**src/common/conv_pkg.sv**
```systemverilog
`default_nettype none

package conv_pkg;

	// Stream and image sizes
	localparam int PIXEL_WIDTH = 8;
	localparam int WEIGHT_WIDTH = 8;
	localparam int SUM_WIDTH = 20;
	localparam int KERNEL_DIM = 3;
	localparam int KERNEL_SIZE = KERNEL_DIM * KERNEL_DIM;
	localparam int IMG_WIDTH = 8;
	localparam int IMG_HEIGHT = 6;
	localparam int KFIFO_DEPTH = 4;

	// Counter widths and terminal values
	localparam int POS_WIDTH = 3;
	localparam int TAP_CNT_WIDTH = 4;
	localparam int KFIFO_PTR_WIDTH = $clog2(KFIFO_DEPTH);
	localparam logic [POS_WIDTH-1:0] LAST_COL = POS_WIDTH'(IMG_WIDTH - 1);
	localparam logic [POS_WIDTH-1:0] LAST_ROW = POS_WIDTH'(IMG_HEIGHT - 1);
	localparam logic [TAP_CNT_WIDTH-1:0] LAST_TAP = TAP_CNT_WIDTH'(KERNEL_SIZE - 1);
	localparam logic [KFIFO_PTR_WIDTH:0] KFIFO_FULL_COUNT = (KFIFO_PTR_WIDTH + 1)'(KFIFO_DEPTH);

	////////////////////////////////////////
	// Kernel taps, row-major, w0 top-left
	typedef struct packed {
		logic signed [WEIGHT_WIDTH-1:0] w0;
		logic signed [WEIGHT_WIDTH-1:0] w1;
		logic signed [WEIGHT_WIDTH-1:0] w2;
		logic signed [WEIGHT_WIDTH-1:0] w3;
		logic signed [WEIGHT_WIDTH-1:0] w4;
		logic signed [WEIGHT_WIDTH-1:0] w5;
		logic signed [WEIGHT_WIDTH-1:0] w6;
		logic signed [WEIGHT_WIDTH-1:0] w7;
		logic signed [WEIGHT_WIDTH-1:0] w8;
	} kernel_t;

	// Neighbourhood in the same order as the taps
	typedef struct packed {
		logic [PIXEL_WIDTH-1:0] p0;
		logic [PIXEL_WIDTH-1:0] p1;
		logic [PIXEL_WIDTH-1:0] p2;
		logic [PIXEL_WIDTH-1:0] p3;
		logic [PIXEL_WIDTH-1:0] p4;
		logic [PIXEL_WIDTH-1:0] p5;
		logic [PIXEL_WIDTH-1:0] p6;
		logic [PIXEL_WIDTH-1:0] p7;
		logic [PIXEL_WIDTH-1:0] p8;
	} window_t;

	// Row and col locate the window centre
	typedef struct packed {
		logic signed [SUM_WIDTH-1:0] sum;
		logic [POS_WIDTH-1:0] row;
		logic [POS_WIDTH-1:0] col;
	} result_t;

endpackage

`default_nettype wire

```
**src/verilog/conv_3x3_top.sv**
```systemverilog
`timescale 1ns/100ps
`default_nettype none

module conv_3x3_top (
	input  logic                                     clk,
	input  logic                                     reset,
	input  logic                                     weight_valid,
	input  logic signed [conv_pkg::WEIGHT_WIDTH-1:0] weight_in,
	input  logic                                     load_req,
	output logic                                     load_ack,
	output logic                                     kernel_ready,
	output logic                                     kernel_full,
	input  logic                                     pixel_valid,
	input  logic [conv_pkg::PIXEL_WIDTH-1:0]         pixel_in,
	output logic                                     result_valid,
	output conv_pkg::result_t                        result
);

	conv_pkg::kernel_t kernel;
	conv_pkg::window_t window;
	logic window_valid;
	logic [conv_pkg::POS_WIDTH-1:0] win_row;
	logic [conv_pkg::POS_WIDTH-1:0] win_col;

	// Kernel queue and active kernel
	weight_buffer weight_buffer_i (
		.clk          (clk),
		.reset        (reset),
		.weight_valid (weight_valid),
		.weight_in    (weight_in),
		.load_req     (load_req),
		.load_ack     (load_ack),
		.kernel       (kernel),
		.kernel_ready (kernel_ready),
		.kernel_full  (kernel_full)
	);

	// 3x3 neighbourhood from the pixel stream
	line_window line_window_i (
		.clk          (clk),
		.reset        (reset),
		.pixel_valid  (pixel_valid),
		.pixel_in     (pixel_in),
		.window_valid (window_valid),
		.window       (window),
		.win_row      (win_row),
		.win_col      (win_col)
	);

	conv_mac conv_mac_i (
		.clk          (clk),
		.reset        (reset),
		.window_valid (window_valid),
		.window       (window),
		.win_row      (win_row),
		.win_col      (win_col),
		.kernel       (kernel),
		.result_valid (result_valid),
		.result       (result)
	);

endmodule

`default_nettype wire

```
**src/verilog/conv_mac.sv**
```systemverilog
`timescale 1ns/100ps
`default_nettype none

module conv_mac (
	input  logic                           clk,
	input  logic                           reset,
	input  logic                           window_valid,
	input  conv_pkg::window_t              window,
	input  logic [conv_pkg::POS_WIDTH-1:0] win_row,
	input  logic [conv_pkg::POS_WIDTH-1:0] win_col,
	input  conv_pkg::kernel_t              kernel,
	output logic                           result_valid,
	output conv_pkg::result_t              result
);

	logic [conv_pkg::KERNEL_SIZE-1:0][conv_pkg::PIXEL_WIDTH-1:0] pix;
	logic [conv_pkg::KERNEL_SIZE-1:0][conv_pkg::WEIGHT_WIDTH-1:0] wt;
	logic signed [conv_pkg::SUM_WIDTH-1:0] prod [conv_pkg::KERNEL_SIZE];
	logic signed [conv_pkg::SUM_WIDTH-1:0] row_sum [conv_pkg::KERNEL_DIM];
	logic valid_s1;
	logic valid_s2;
	logic [conv_pkg::POS_WIDTH-1:0] row_s1;
	logic [conv_pkg::POS_WIDTH-1:0] col_s1;
	logic [conv_pkg::POS_WIDTH-1:0] row_s2;
	logic [conv_pkg::POS_WIDTH-1:0] col_s2;

	// Flat views with tap 0 at the top index of both
	assign pix = window;
	assign wt = kernel;

	////////////////////////////////////////
	// Datapath

	// Stage 1 multiplies unsigned pixel by signed weight
	always_ff @(posedge clk) begin
		for (int i = 0; i < conv_pkg::KERNEL_SIZE; i++) begin
			prod[i] <= conv_pkg::SUM_WIDTH'($signed({1'b0, pix[i]}) * $signed(wt[i]));
		end
		row_s1 <= win_row;
		col_s1 <= win_col;
	end

	// Stage 2 forms one partial sum per kernel row
	always_ff @(posedge clk) begin
		for (int r = 0; r < conv_pkg::KERNEL_DIM; r++) begin
			row_sum[r] <= prod[conv_pkg::KERNEL_DIM * r]
				+ prod[conv_pkg::KERNEL_DIM * r + 1]
				+ prod[conv_pkg::KERNEL_DIM * r + 2];
		end
		row_s2 <= row_s1;
		col_s2 <= col_s1;
	end

	// Stage 3
	always_ff @(posedge clk) begin
		result.sum <= row_sum[0] + row_sum[1] + row_sum[2];
		result.row <= row_s2;
		result.col <= col_s2;
	end

	always_ff @(posedge clk) begin
		if (reset) begin
			valid_s1 <= 1'b0;
			valid_s2 <= 1'b0;
			result_valid <= 1'b0;
		end else begin
			valid_s1 <= window_valid;
			valid_s2 <= valid_s1;
			result_valid <= valid_s2;
		end
	end

endmodule

`default_nettype wire

```
**src/weight_buffer/kernel_fifo.sv**
```systemverilog
`timescale 1ns/100ps
`default_nettype none

module kernel_fifo (
	input  logic              clk,
	input  logic              reset,
	input  logic              push,
	input  conv_pkg::kernel_t push_data,
	input  logic              pop,
	output conv_pkg::kernel_t pop_data,
	output logic              full,
	output logic              empty
);

	conv_pkg::kernel_t mem [conv_pkg::KFIFO_DEPTH];
	logic [conv_pkg::KFIFO_PTR_WIDTH-1:0] wr_ptr;
	logic [conv_pkg::KFIFO_PTR_WIDTH-1:0] rd_ptr;
	logic [conv_pkg::KFIFO_PTR_WIDTH:0] count;
	logic wr_en;
	logic rd_en;

	assign wr_en = push && !full;
	assign rd_en = pop && !empty;

	always_ff @(posedge clk) begin
		if (wr_en) begin
			mem[wr_ptr] <= push_data;
		end
	end

	// Depth is a power of two, pointers wrap by themselves
	always_ff @(posedge clk) begin
		if (reset) begin
			wr_ptr <= '0;
			rd_ptr <= '0;
			count <= '0;
		end else begin
			if (wr_en) begin
				wr_ptr <= wr_ptr + 1'b1;
			end
			if (rd_en) begin
				rd_ptr <= rd_ptr + 1'b1;
			end
			case ({wr_en, rd_en})
				2'b10: count <= count + 1'b1;
				2'b01: count <= count - 1'b1;
				default: count <= count;
			endcase
		end
	end

	// Head entry is visible before the pop
	assign pop_data = mem[rd_ptr];
	assign full = (count == conv_pkg::KFIFO_FULL_COUNT);
	assign empty = (count == '0);

	// Weight sender and load controller both have to honour the flags
	assert property (@(posedge clk) disable iff (reset) push |-> !full)
		else $error("kernel_fifo: kernel set pushed while full");
	assert property (@(posedge clk) disable iff (reset) pop |-> !empty)
		else $error("kernel_fifo: pop while empty");

endmodule

`default_nettype wire

```
**src/weight_buffer/weight_buffer.sv**
```systemverilog
`timescale 1ns/100ps
`default_nettype none

module weight_buffer (
	input  logic                                     clk,
	input  logic                                     reset,
	input  logic                                     weight_valid,
	input  logic signed [conv_pkg::WEIGHT_WIDTH-1:0] weight_in,
	input  logic                                     load_req,
	output logic                                     load_ack,
	output conv_pkg::kernel_t                        kernel,
	output logic                                     kernel_ready,
	output logic                                     kernel_full
);

	conv_pkg::kernel_t chain;
	conv_pkg::kernel_t fifo_head;
	logic [conv_pkg::TAP_CNT_WIDTH-1:0] tap_count;
	logic set_done;
	logic fifo_empty;
	logic pop;
	logic pop_done;

	////////////////////////////////////////
	// Serial assembly

	// Oldest word drifts down to w0
	always_ff @(posedge clk) begin
		if (weight_valid) begin
			chain.w0 <= chain.w1;
			chain.w1 <= chain.w2;
			chain.w2 <= chain.w3;
			chain.w3 <= chain.w4;
			chain.w4 <= chain.w5;
			chain.w5 <= chain.w6;
			chain.w6 <= chain.w7;
			chain.w7 <= chain.w8;
			chain.w8 <= weight_in;
		end
	end

	// Words modulo 9, set_done marks a full set in the chain
	always_ff @(posedge clk) begin
		if (reset) begin
			tap_count <= '0;
			set_done <= 1'b0;
		end else begin
			set_done <= weight_valid && (tap_count == conv_pkg::LAST_TAP);
			if (weight_valid) begin
				if (tap_count == conv_pkg::LAST_TAP) begin
					tap_count <= '0;
				end else begin
					tap_count <= tap_count + 1'b1;
				end
			end
		end
	end

	kernel_fifo kernel_fifo_i (
		.clk       (clk),
		.reset     (reset),
		.push      (set_done),
		.push_data (chain),
		.pop       (pop),
		.pop_data  (fifo_head),
		.full      (kernel_full),
		.empty     (fifo_empty)
	);

	////////////////////////////////////////
	// Four-phase load responder

	// One pop per exchange, blocked until req drops again
	assign pop = load_req && !load_ack && !pop_done && !fifo_empty;

	always_ff @(posedge clk) begin
		if (pop) begin
			kernel <= fifo_head;
		end
	end

	always_ff @(posedge clk) begin
		if (reset) begin
			pop_done <= 1'b0;
			load_ack <= 1'b0;
			kernel_ready <= 1'b0;
		end else begin
			pop_done <= pop;
			if (pop_done) begin
				load_ack <= 1'b1;
				kernel_ready <= 1'b1;
			end else if (load_ack && !load_req) begin
				load_ack <= 1'b0;
			end
		end
	end

	// Ack only answers a request that was held through the pop
	assert property (@(posedge clk) disable iff (reset)
		$rose(load_ack) |-> $past(load_req) && $past(load_req, 2))
		else $error("weight_buffer: load_ack rose without load_req");

endmodule

`default_nettype wire

```
**src/window/line_window.sv**
```systemverilog
`timescale 1ns/100ps
`default_nettype none

module line_window (
	input  logic                             clk,
	input  logic                             reset,
	input  logic                             pixel_valid,
	input  logic [conv_pkg::PIXEL_WIDTH-1:0] pixel_in,
	output logic                             window_valid,
	output conv_pkg::window_t                window,
	output logic [conv_pkg::POS_WIDTH-1:0]   win_row,
	output logic [conv_pkg::POS_WIDTH-1:0]   win_col
);

	logic [conv_pkg::PIXEL_WIDTH-1:0] line_old [conv_pkg::IMG_WIDTH];
	logic [conv_pkg::PIXEL_WIDTH-1:0] line_new [conv_pkg::IMG_WIDTH];
	logic [conv_pkg::PIXEL_WIDTH-1:0] top_pixel;
	logic [conv_pkg::PIXEL_WIDTH-1:0] mid_pixel;
	logic [conv_pkg::POS_WIDTH-1:0] row;
	logic [conv_pkg::POS_WIDTH-1:0] col;
	logic window_done;

	// Pixels of the same column from the two rows above
	assign top_pixel = line_old[col];
	assign mid_pixel = line_new[col];

	// Third row and third column onward completes a window
	assign window_done = pixel_valid
		&& (row >= conv_pkg::POS_WIDTH'(2))
		&& (col >= conv_pkg::POS_WIDTH'(2));

	////////////////////////////////////////
	// Line memories and 3x3 shift window

	always_ff @(posedge clk) begin
		if (pixel_valid) begin
			line_old[col] <= mid_pixel;
			line_new[col] <= pixel_in;
		end
	end

	// New column enters on the right
	always_ff @(posedge clk) begin
		if (pixel_valid) begin
			window.p0 <= window.p1;
			window.p1 <= window.p2;
			window.p2 <= top_pixel;
			window.p3 <= window.p4;
			window.p4 <= window.p5;
			window.p5 <= mid_pixel;
			window.p6 <= window.p7;
			window.p7 <= window.p8;
			window.p8 <= pixel_in;
		end
	end

	////////////////////////////////////////
	// Position tracking

	always_ff @(posedge clk) begin
		if (reset) begin
			row <= '0;
			col <= '0;
			window_valid <= 1'b0;
		end else begin
			window_valid <= window_done;
			if (pixel_valid) begin
				if (col == conv_pkg::LAST_COL) begin
					col <= '0;
					// Wrap to row 0 at frame end
					row <= (row == conv_pkg::LAST_ROW) ? '0 : row + 1'b1;
				end else begin
					col <= col + 1'b1;
				end
			end
		end
	end

	// Centre of the window sits one up and one left
	always_ff @(posedge clk) begin
		if (window_done) begin
			win_row <= row - 1'b1;
			win_col <= col - 1'b1;
		end
	end

	assert property (@(posedge clk) disable iff (reset)
		col <= conv_pkg::LAST_COL && row <= conv_pkg::LAST_ROW)
		else $error("line_window: position out of range");

endmodule

`default_nettype wire
```
**config.mk**
```make
export PLATFORM = sky130hd
export DESIGN_NAME = conv_3x3_top
export DESIGN_NICKNAME = d
export VERILOG_FILES = /design/src/common/conv_pkg.sv /design/src/verilog/conv_3x3_top.sv /design/src/verilog/conv_mac.sv /design/src/weight_buffer/kernel_fifo.sv /design/src/weight_buffer/weight_buffer.sv /design/src/window/line_window.sv
export SDC_FILE = /design/constraint.sdc
export NUM_CORES = 2
export LEC_CHECK = 0
export BUFFER_PORTS_ARGS = -buffer_cell sky130_fd_sc_hd__buf_2
export CAP_MARGIN = 10
export CORE_ASPECT_RATIO = 1.2
export CORE_MARGIN = 4
export CORE_UTILIZATION = 40
export DETAILED_ROUTE_END_ITERATION = 8
export GPL_TIMING_DRIVEN = 0
export PLACE_DENSITY_LB_ADDON = 0.12
export SLEW_MARGIN = 20
export SYNTH_ARGS = -nofsm -noshare
export SYNTH_HDL_FRONTEND = slang
export SYNTH_HIERARCHICAL = 1
export SYNTH_SLANG_ARGS = --single-unit
```
**constraint.sdc**
```tcl
create_clock -name clk -period 9.2 [get_ports clk]
set_clock_uncertainty 0.2 [all_clocks]
set_input_delay 0.46 -clock clk [delete_from_list [all_inputs] [get_ports clk]]
set_output_delay 0.46 -clock clk [all_outputs]
set_load 0.02 [all_outputs]
```
# --- Yosys cells after proc, flatten, opt, wreduce, memory -nomap -nowiden ---
# Memories as Yosys holds them, arrays and structs flattened. A register that Yosys moved wholly into a read port is not among the register bits.
# Index checks and enable logic that the tools add are counted.
# Widths: inputs -> output; s select.
totals:
  register_bits: 205
  ram_bits: 656
  input_bits: 21
  output_inout_bits: 30
  memories: 5
op_classes:
  add_sub_neg: 17
  multipliers: 9
  order_cmp: 2
  n_eq_ne: 6
  muxes: 12
  reduce_logical: 18
mem_list:
  columns: ["memory", "depth", "width", "read_ports", "rd_clocked_by_memory_dff", "write_ports", "line_no", "source"]
  rows:
  - ["weight_buffer_i.kernel_fifo_i.mem", 4, 72, 1, 1, 1, "kernel_fifo.sv:15", "conv_pkg::kernel_t mem [conv_pkg::KFIFO_DEPTH];"]
  - ["conv_mac_i.prod", 9, 20, 9, 0, 9, "conv_mac.sv:18", "logic signed [conv_pkg::SUM_WIDTH-1:0] prod [conv_pkg::KERNEL_SIZE];"]
  - ["line_window_i.line_new", 8, 8, 1, 1, 1, "line_window.sv:16", "logic [conv_pkg::PIXEL_WIDTH-1:0] line_new [conv_pkg::IMG_WIDTH];"]
  - ["line_window_i.line_old", 8, 8, 1, 1, 1, "line_window.sv:15", "logic [conv_pkg::PIXEL_WIDTH-1:0] line_old [conv_pkg::IMG_WIDTH];"]
  - ["conv_mac_i.row_sum", 3, 20, 3, 0, 3, "conv_mac.sv:19", "logic signed [conv_pkg::SUM_WIDTH-1:0] row_sum [conv_pkg::KERNEL_DIM];"]
op_table:
  columns: ["op", "n"]
  rows:
  - ["$add 20x20->20", 8]
  - ["$mul 9x8->17", 9]
  - ["$mux 3", 4]
  - ["$add 3x1->3 const B", 3]
  - ["$eq 3x3->1 const B", 3]
  - ["$logic_and 1x1->1", 9]
  - ["$sub 3x1->3 const B", 3]
  - ["$ge 3x2->1 const B", 2]
  - ["$mux 1", 6]
  - ["$pmux 3 s2", 1]
  - ["$logic_not 1->1", 5]
  - ["$add 2x1->2 const B", 2]
  - ["$add 4x1->4 const B", 1]
  - ["$eq 4x4->1 const B", 1]
  - ["$mux 4", 1]
  - ["$reduce_bool 2->1", 2]
  - ["$logic_not 3->1", 1]
  - ["$eq 2x1->1 const B", 1]
  - ["$eq 2x2->1 const B", 1]
  - ["$reduce_and 2->1", 1]

# --- Depth between registers and ports, before layout ---
logic_depth:
  depth_word: 7
  depth_mapped: 19
  mapped_depth_nobuf: 19

# --- By module ---
# The synthesis kept the hierarchy.
modules_own_cells:
  columns: ["module", "instances", "cells_per_inst", "area_per_inst_um2", "seq_area_each_um2"]
  rows:
  - ["conv_mac", 1, 3032, 29168.0, 5084.9]
  - ["kernel_fifo", 1, 430, 10943.0, 8828.5]
  - ["line_window", 1, 359, 7795.0, 6386.1]
  - ["weight_buffer", 1, 180, 4667.0, 4484.3]

# --- Worst setup path after synthesis ---
# OpenSTA, ideal clock, no wires.
synth_timing:
  path_type: "reg-to-reg"
  start: "register weight_buffer_i/kernel_fifo_i/count[0] (netlist bit)"
  end: "register weight_buffer_i/kernel_fifo_i/count[2] (netlist bit)"
  setup_time_ns: 0.070
  arrival_ns: 6.383
  slack_ns: 2.546
  stages_incl_launch_ff: 11
  path_buffers: 0
  period_less_slack_ns: 6.654
  cell_sequence: "dfxtp_1 > nor3_1 > nor4b_2 > o31ai_1 > inv_1 > ha_1 > inv_1 > fa_1 > xor2_1 > or3_1 > a21oi_1"
synth_between:
  elab_chain_len: 6
synth_lines:
  columns: ["item", "line_no", "source"]
  rows:
  - ["start: declaration", "kernel_fifo.sv:18", "logic [conv_pkg::KFIFO_PTR_WIDTH:0] count;"]
  - ["start signal: assignment", "kernel_fifo.sv:45", "2'b10: count <= count + 1'b1;"]
  - ["start signal: assignment", "kernel_fifo.sv:46", "2'b01: count <= count - 1'b1;"]
  - ["start signal: assignment", "kernel_fifo.sv:47", "default: count <= count;"]
  - ["$logic_not 3->1 *", "kernel_fifo.sv:55", "assign empty = (count == '0);"]
  - ["net weight_buffer_i.fifo_empty", "weight_buffer.sv:20", "logic fifo_empty;"]
  - ["$logic_not 1->1 *", "weight_buffer.sv:74", "assign pop = load_req && !load_ack && !pop_done && !fifo_empty;"]
  - ["$logic_and 1x1->1 *", "weight_buffer.sv:74", null]
  - ["net weight_buffer_i.pop", "weight_buffer.sv:21", "logic pop;"]
  - ["$logic_and 1x1->1 *", "kernel_fifo.sv:23", "assign rd_en = pop && !empty;"]
  - ["net weight_buffer_i.kernel_fifo_i.rd_en", "kernel_fifo.sv:20", "logic rd_en;"]
  - ["$eq 2x1->1 or $eq 2x2->1 (tied branches)", "kernel_fifo.sv:44", "case ({wr_en, rd_en})"]
  - ["$pmux 3 s2 or $reduce_bool 2->1 (tied branches)", null, null]
# The timed path passes the listed nets; every way through them passes the cells marked *.
# A chain may end at the register's enable or synchronous reset.

==> flow_summary.ini <==
[floorplan]
rows = 145
ioPinCount = 51
die_h_um = 405
start_util_pct = 40.3
die_w_um = 339
die_area_um2 = 137000
core_um2 = 130000

[placed_design]
port_buffers = 50
post-dp-hpwl_um = 84200
place_congestion = 0.811
place_area_um2 = 55400
dp_cells = 5764

[clock_network]
post_cts_buffers = 0
cts_tree = built
clk_latency_ns = 0.71
numCtsBuffers = 95
clock-sinks = 919
cts_root_buf = clkbuf_16
cts.path.max_buffers = 3
htreeDepth = 3
clk_pin_slew_ns = 0.06

[synth]
ys_seq_area_share_pct = 47.1
yosys-top-cells-area = edfxtp_1, fa_1, ha_1
synth_warnings = 6
yosysTopAreaCell = edfxtp_1
synth_area_um2 = 52600
syn_inst = 4001
syn_nets = 4900
synthTopCellsByCount = edfxtp_1, inv_1, ha_1, fa_1, and2_1
synth_top_cell_area_share_pct = 36.4
ys_seq_elements = 919
synth_cell_types = 79
ys.flop_type = edfxtp_1
synth_edf_count = 638
synth_most_common_cell = edfxtp_1
async_flop_share_pct = 0
synth_area_per_cell_um2 = 13.1

[route]
drt-total-wl_um = 112000
vias = 29200
routed.top_layer = met4
wl_per_cell_um = 18.7
route.met3.wl_um = 3190
m1WireLength_um = 51900
drcViolationCount = 0
drt-initial-drc-count = 1508
route.antenna.remaining_nets = 0
wl_met2_um = 53700
vias_per_cell = 4.89
drtPass1Iterations = 5

[finish]
instances_no_fill = 5967
syn_to_final_growth_pct = 12.1
fin_util_pct = 45.2
fillers = 11800
fin_area_um2 = 58900
layout-drive-gt1-share_pct = 9.10
fin_nets = 5090

[status]
status = complete, no violations

[critical_path]
max_stage_delay_ns = 0.63
cp.arrival_ns = 5.59
r2r_end = conv_mac_i/prod[0][79]$_DFF_P_
r2r_cells = 14
critPathKind = reg -> reg
path_depth = 14
r2r_slack_ns = 3.96
critPathLaunch = line_window_i/window[30]$_DFFE_PP_
r2r_start = line_window_i/window[30]$_DFFE_PP_
critPathSlowestCell = edfxtp_1
critPathCapture = conv_mac_i/prod[0][79]$_DFF_P_
cp_cell_sequence = and2_1 > fa_1 > fa_1 > fa_1 > inv_1 > fa_1 > inv_1 > ha_1 > or2_2 > a21oi_1 > nor3_1 > a2111oi_2 > a21oi_1 > xnor2_1
crit_family = adder cells
crit_path_end_kind = flip-flop
crit_top_cell = fa_1
cp.buffers_inverters = 2
worstSetupStartpointType = flip-flop
cp.required_ns = 9.55
critPathMaxFanout = 9

[power]
intPower_w = 0.0107
seq_power_share_pct = 31.8
power_switching_share_pct = 37.5
pwr-share-clk_pct = 23.9
power_w = 0.0170
leakage_nw = 24.3
combPwrFrac_pct = 44.3
power.switching_w = 0.00639
power_density_nw_per_um2 = 289
worst_ir_drop_vdd_v = 0.000293

[grt]
grt_pass1_wl_um = 178000
grt_pass1_vias = 31100
grt.overflow.total = 0
track_usage_pct = 16.7
antenna_found_initial = 10
grt_max_degree = 59

[timing]
tightest_slew_ns = 0.773
hold_violations = 0
finalCriticalPeriod_ns = 5.24
fin_crit_sh_pct = 56.9
slew_headroom_pct = 48.4
max_freq_mhz = 191
rsz0062_at_grt = false
setup_viol = 0
maxSlewViolCount = 0
fin_tns_setup_ns = 0

[run]
drv_cap = 0

[hold_path]
min_path_type = reg -> reg
==> through the flow <==
step	worst slack, ns	hold WS (ns)
floorplan	2.55	0.110
global placement	-1.53	0.113
detailed placement	3.97	0.114
CTS	3.97	0.129
global route	3.78	0.129
finish	3.96	0.125
==> what timing repair did <==
item,CTS,global route
gates resized for setup,0,0
setup endpoints to repair,0,0
hold buffers,20,0
hold endpoints to repair,145,0
==> worst min path at each step <==
stage,from,to,cells after the start
after detailed placement,conv_mac_i/col_s2[2]$_DFF_P_,conv_mac_i/result[2]$_DFF_P_,0
after global routing,conv_mac_i/col_s2[1]$_DFF_P_,conv_mac_i/result[1]$_DFF_P_,0
after CTS,conv_mac_i/col_s1[0]$_DFF_P_,conv_mac_i/col_s2[0]$_DFF_P_,0
after floorplan,conv_mac_i/col_s1[0]$_DFF_P_,conv_mac_i/col_s2[0]$_DFF_P_,0
final,conv_mac_i/col_s2[1]$_DFF_P_,conv_mac_i/result[1]$_DFF_P_,0
after global placement,conv_mac_i/col_s2[0]$_DFF_P_,conv_mac_i/result[0]$_DFF_P_,0
==> routing by layer <==
metal | vias up | GRT usage, %
met1 | 14700 | 22.7
li1 | 14000 | -
met5 | - | 0
met2 | 337 | 28.0
met3 | 125 | 2.02
met4 | 0 | 5.32
==> worst register-to-register path, cell delays in order (launching register included) <==
cell and delay, ns:
edfxtp_1 0.63, and2_1 0.30, fa_1 0.50, fa_1 0.47
fa_1 0.52, inv_1 0.05, fa_1 0.48, inv_1 0.04
ha_1 0.32, or2_2 0.32, a21oi_1 0.20, nor3_1 0.09
a2111oi_2 0.45, a21oi_1 0.15, xnor2_1 0.38
==> area by class of cell <==
type	count	area, um2	share of cell area, %
sequential	919	24800	42.1
timing repair buffer	93	823	1.40
inverter	558	2090	3.55
buffer	34	294	0.499
multi-input combinational	2490	25500	43.2
antenna	3	7.51	0.0127
clock buffer	117	2580	4.38
tap	1690	2110	3.59
clock inverter	63	772	1.31
==> state kept, by name, summed over array words and instances, names as in the netlist, 4 cells and up, named ones only <==
name                               flops
conv_mac_i/prod                      153
line_window_i/line_old                64
line_window_i/window                  72
weight_buffer_i/chain                 72
line_window_i/line_new                64
conv_mac_i/row_sum                    60
conv_mac_i/result                     26
weight_buffer_i/kernel                72
weight_buffer_i/kernel_fifo_i/mem    288
weight_buffer_i/tap_count              4
==> cell usage in the layout, fill, tap and decap left out, types with 28 or more instances in the layout <==
master,n
dfxtp_1,281
a21oi_1,134
inv_1,558
mux4_2,81
or3_1,28
xnor2_1,150
and2_1,372
buf_2,64
nand3_1,29
nor3_1,33
edfxtp_1,638
nand2_1,216
nor2_1,137
a21o_1,31
clkbuf_16,96
fa_1,408
o21ai_0,55
o21a_1,31
ha_1,470
nand2b_1,67
nor2b_1,34
==> power by group through the flow <==
stage,logic [W],clock network [W],registers (W)
floorplan,0.00541,0,0.00542
global placement,0.00763,0,0.00554
detailed placement,0.00768,0,0.00554
CTS,0.00777,0.00421,0.00545
global route,0.00855,0.00438,0.00549
finish,0.00755,0.00407,0.00543
==> cell families after synthesis <==
| family | Yosys count | synth area share (%) |
|---|---|---|
| and+or+nand+nor | 984 | 9.95 |
| buffers and inverters | 592 | 4.54 |
| adders and majority gates | 878 | 26.7 |
| muxes | 117 | 4.71 |
| DFF | 919 | 47.1 |
| AOI/OAI and AO/OA | 345 | 4.17 |
| xor gates and xnor gates | 166 | 2.77 |
Power figures use the tool's default switching activity.
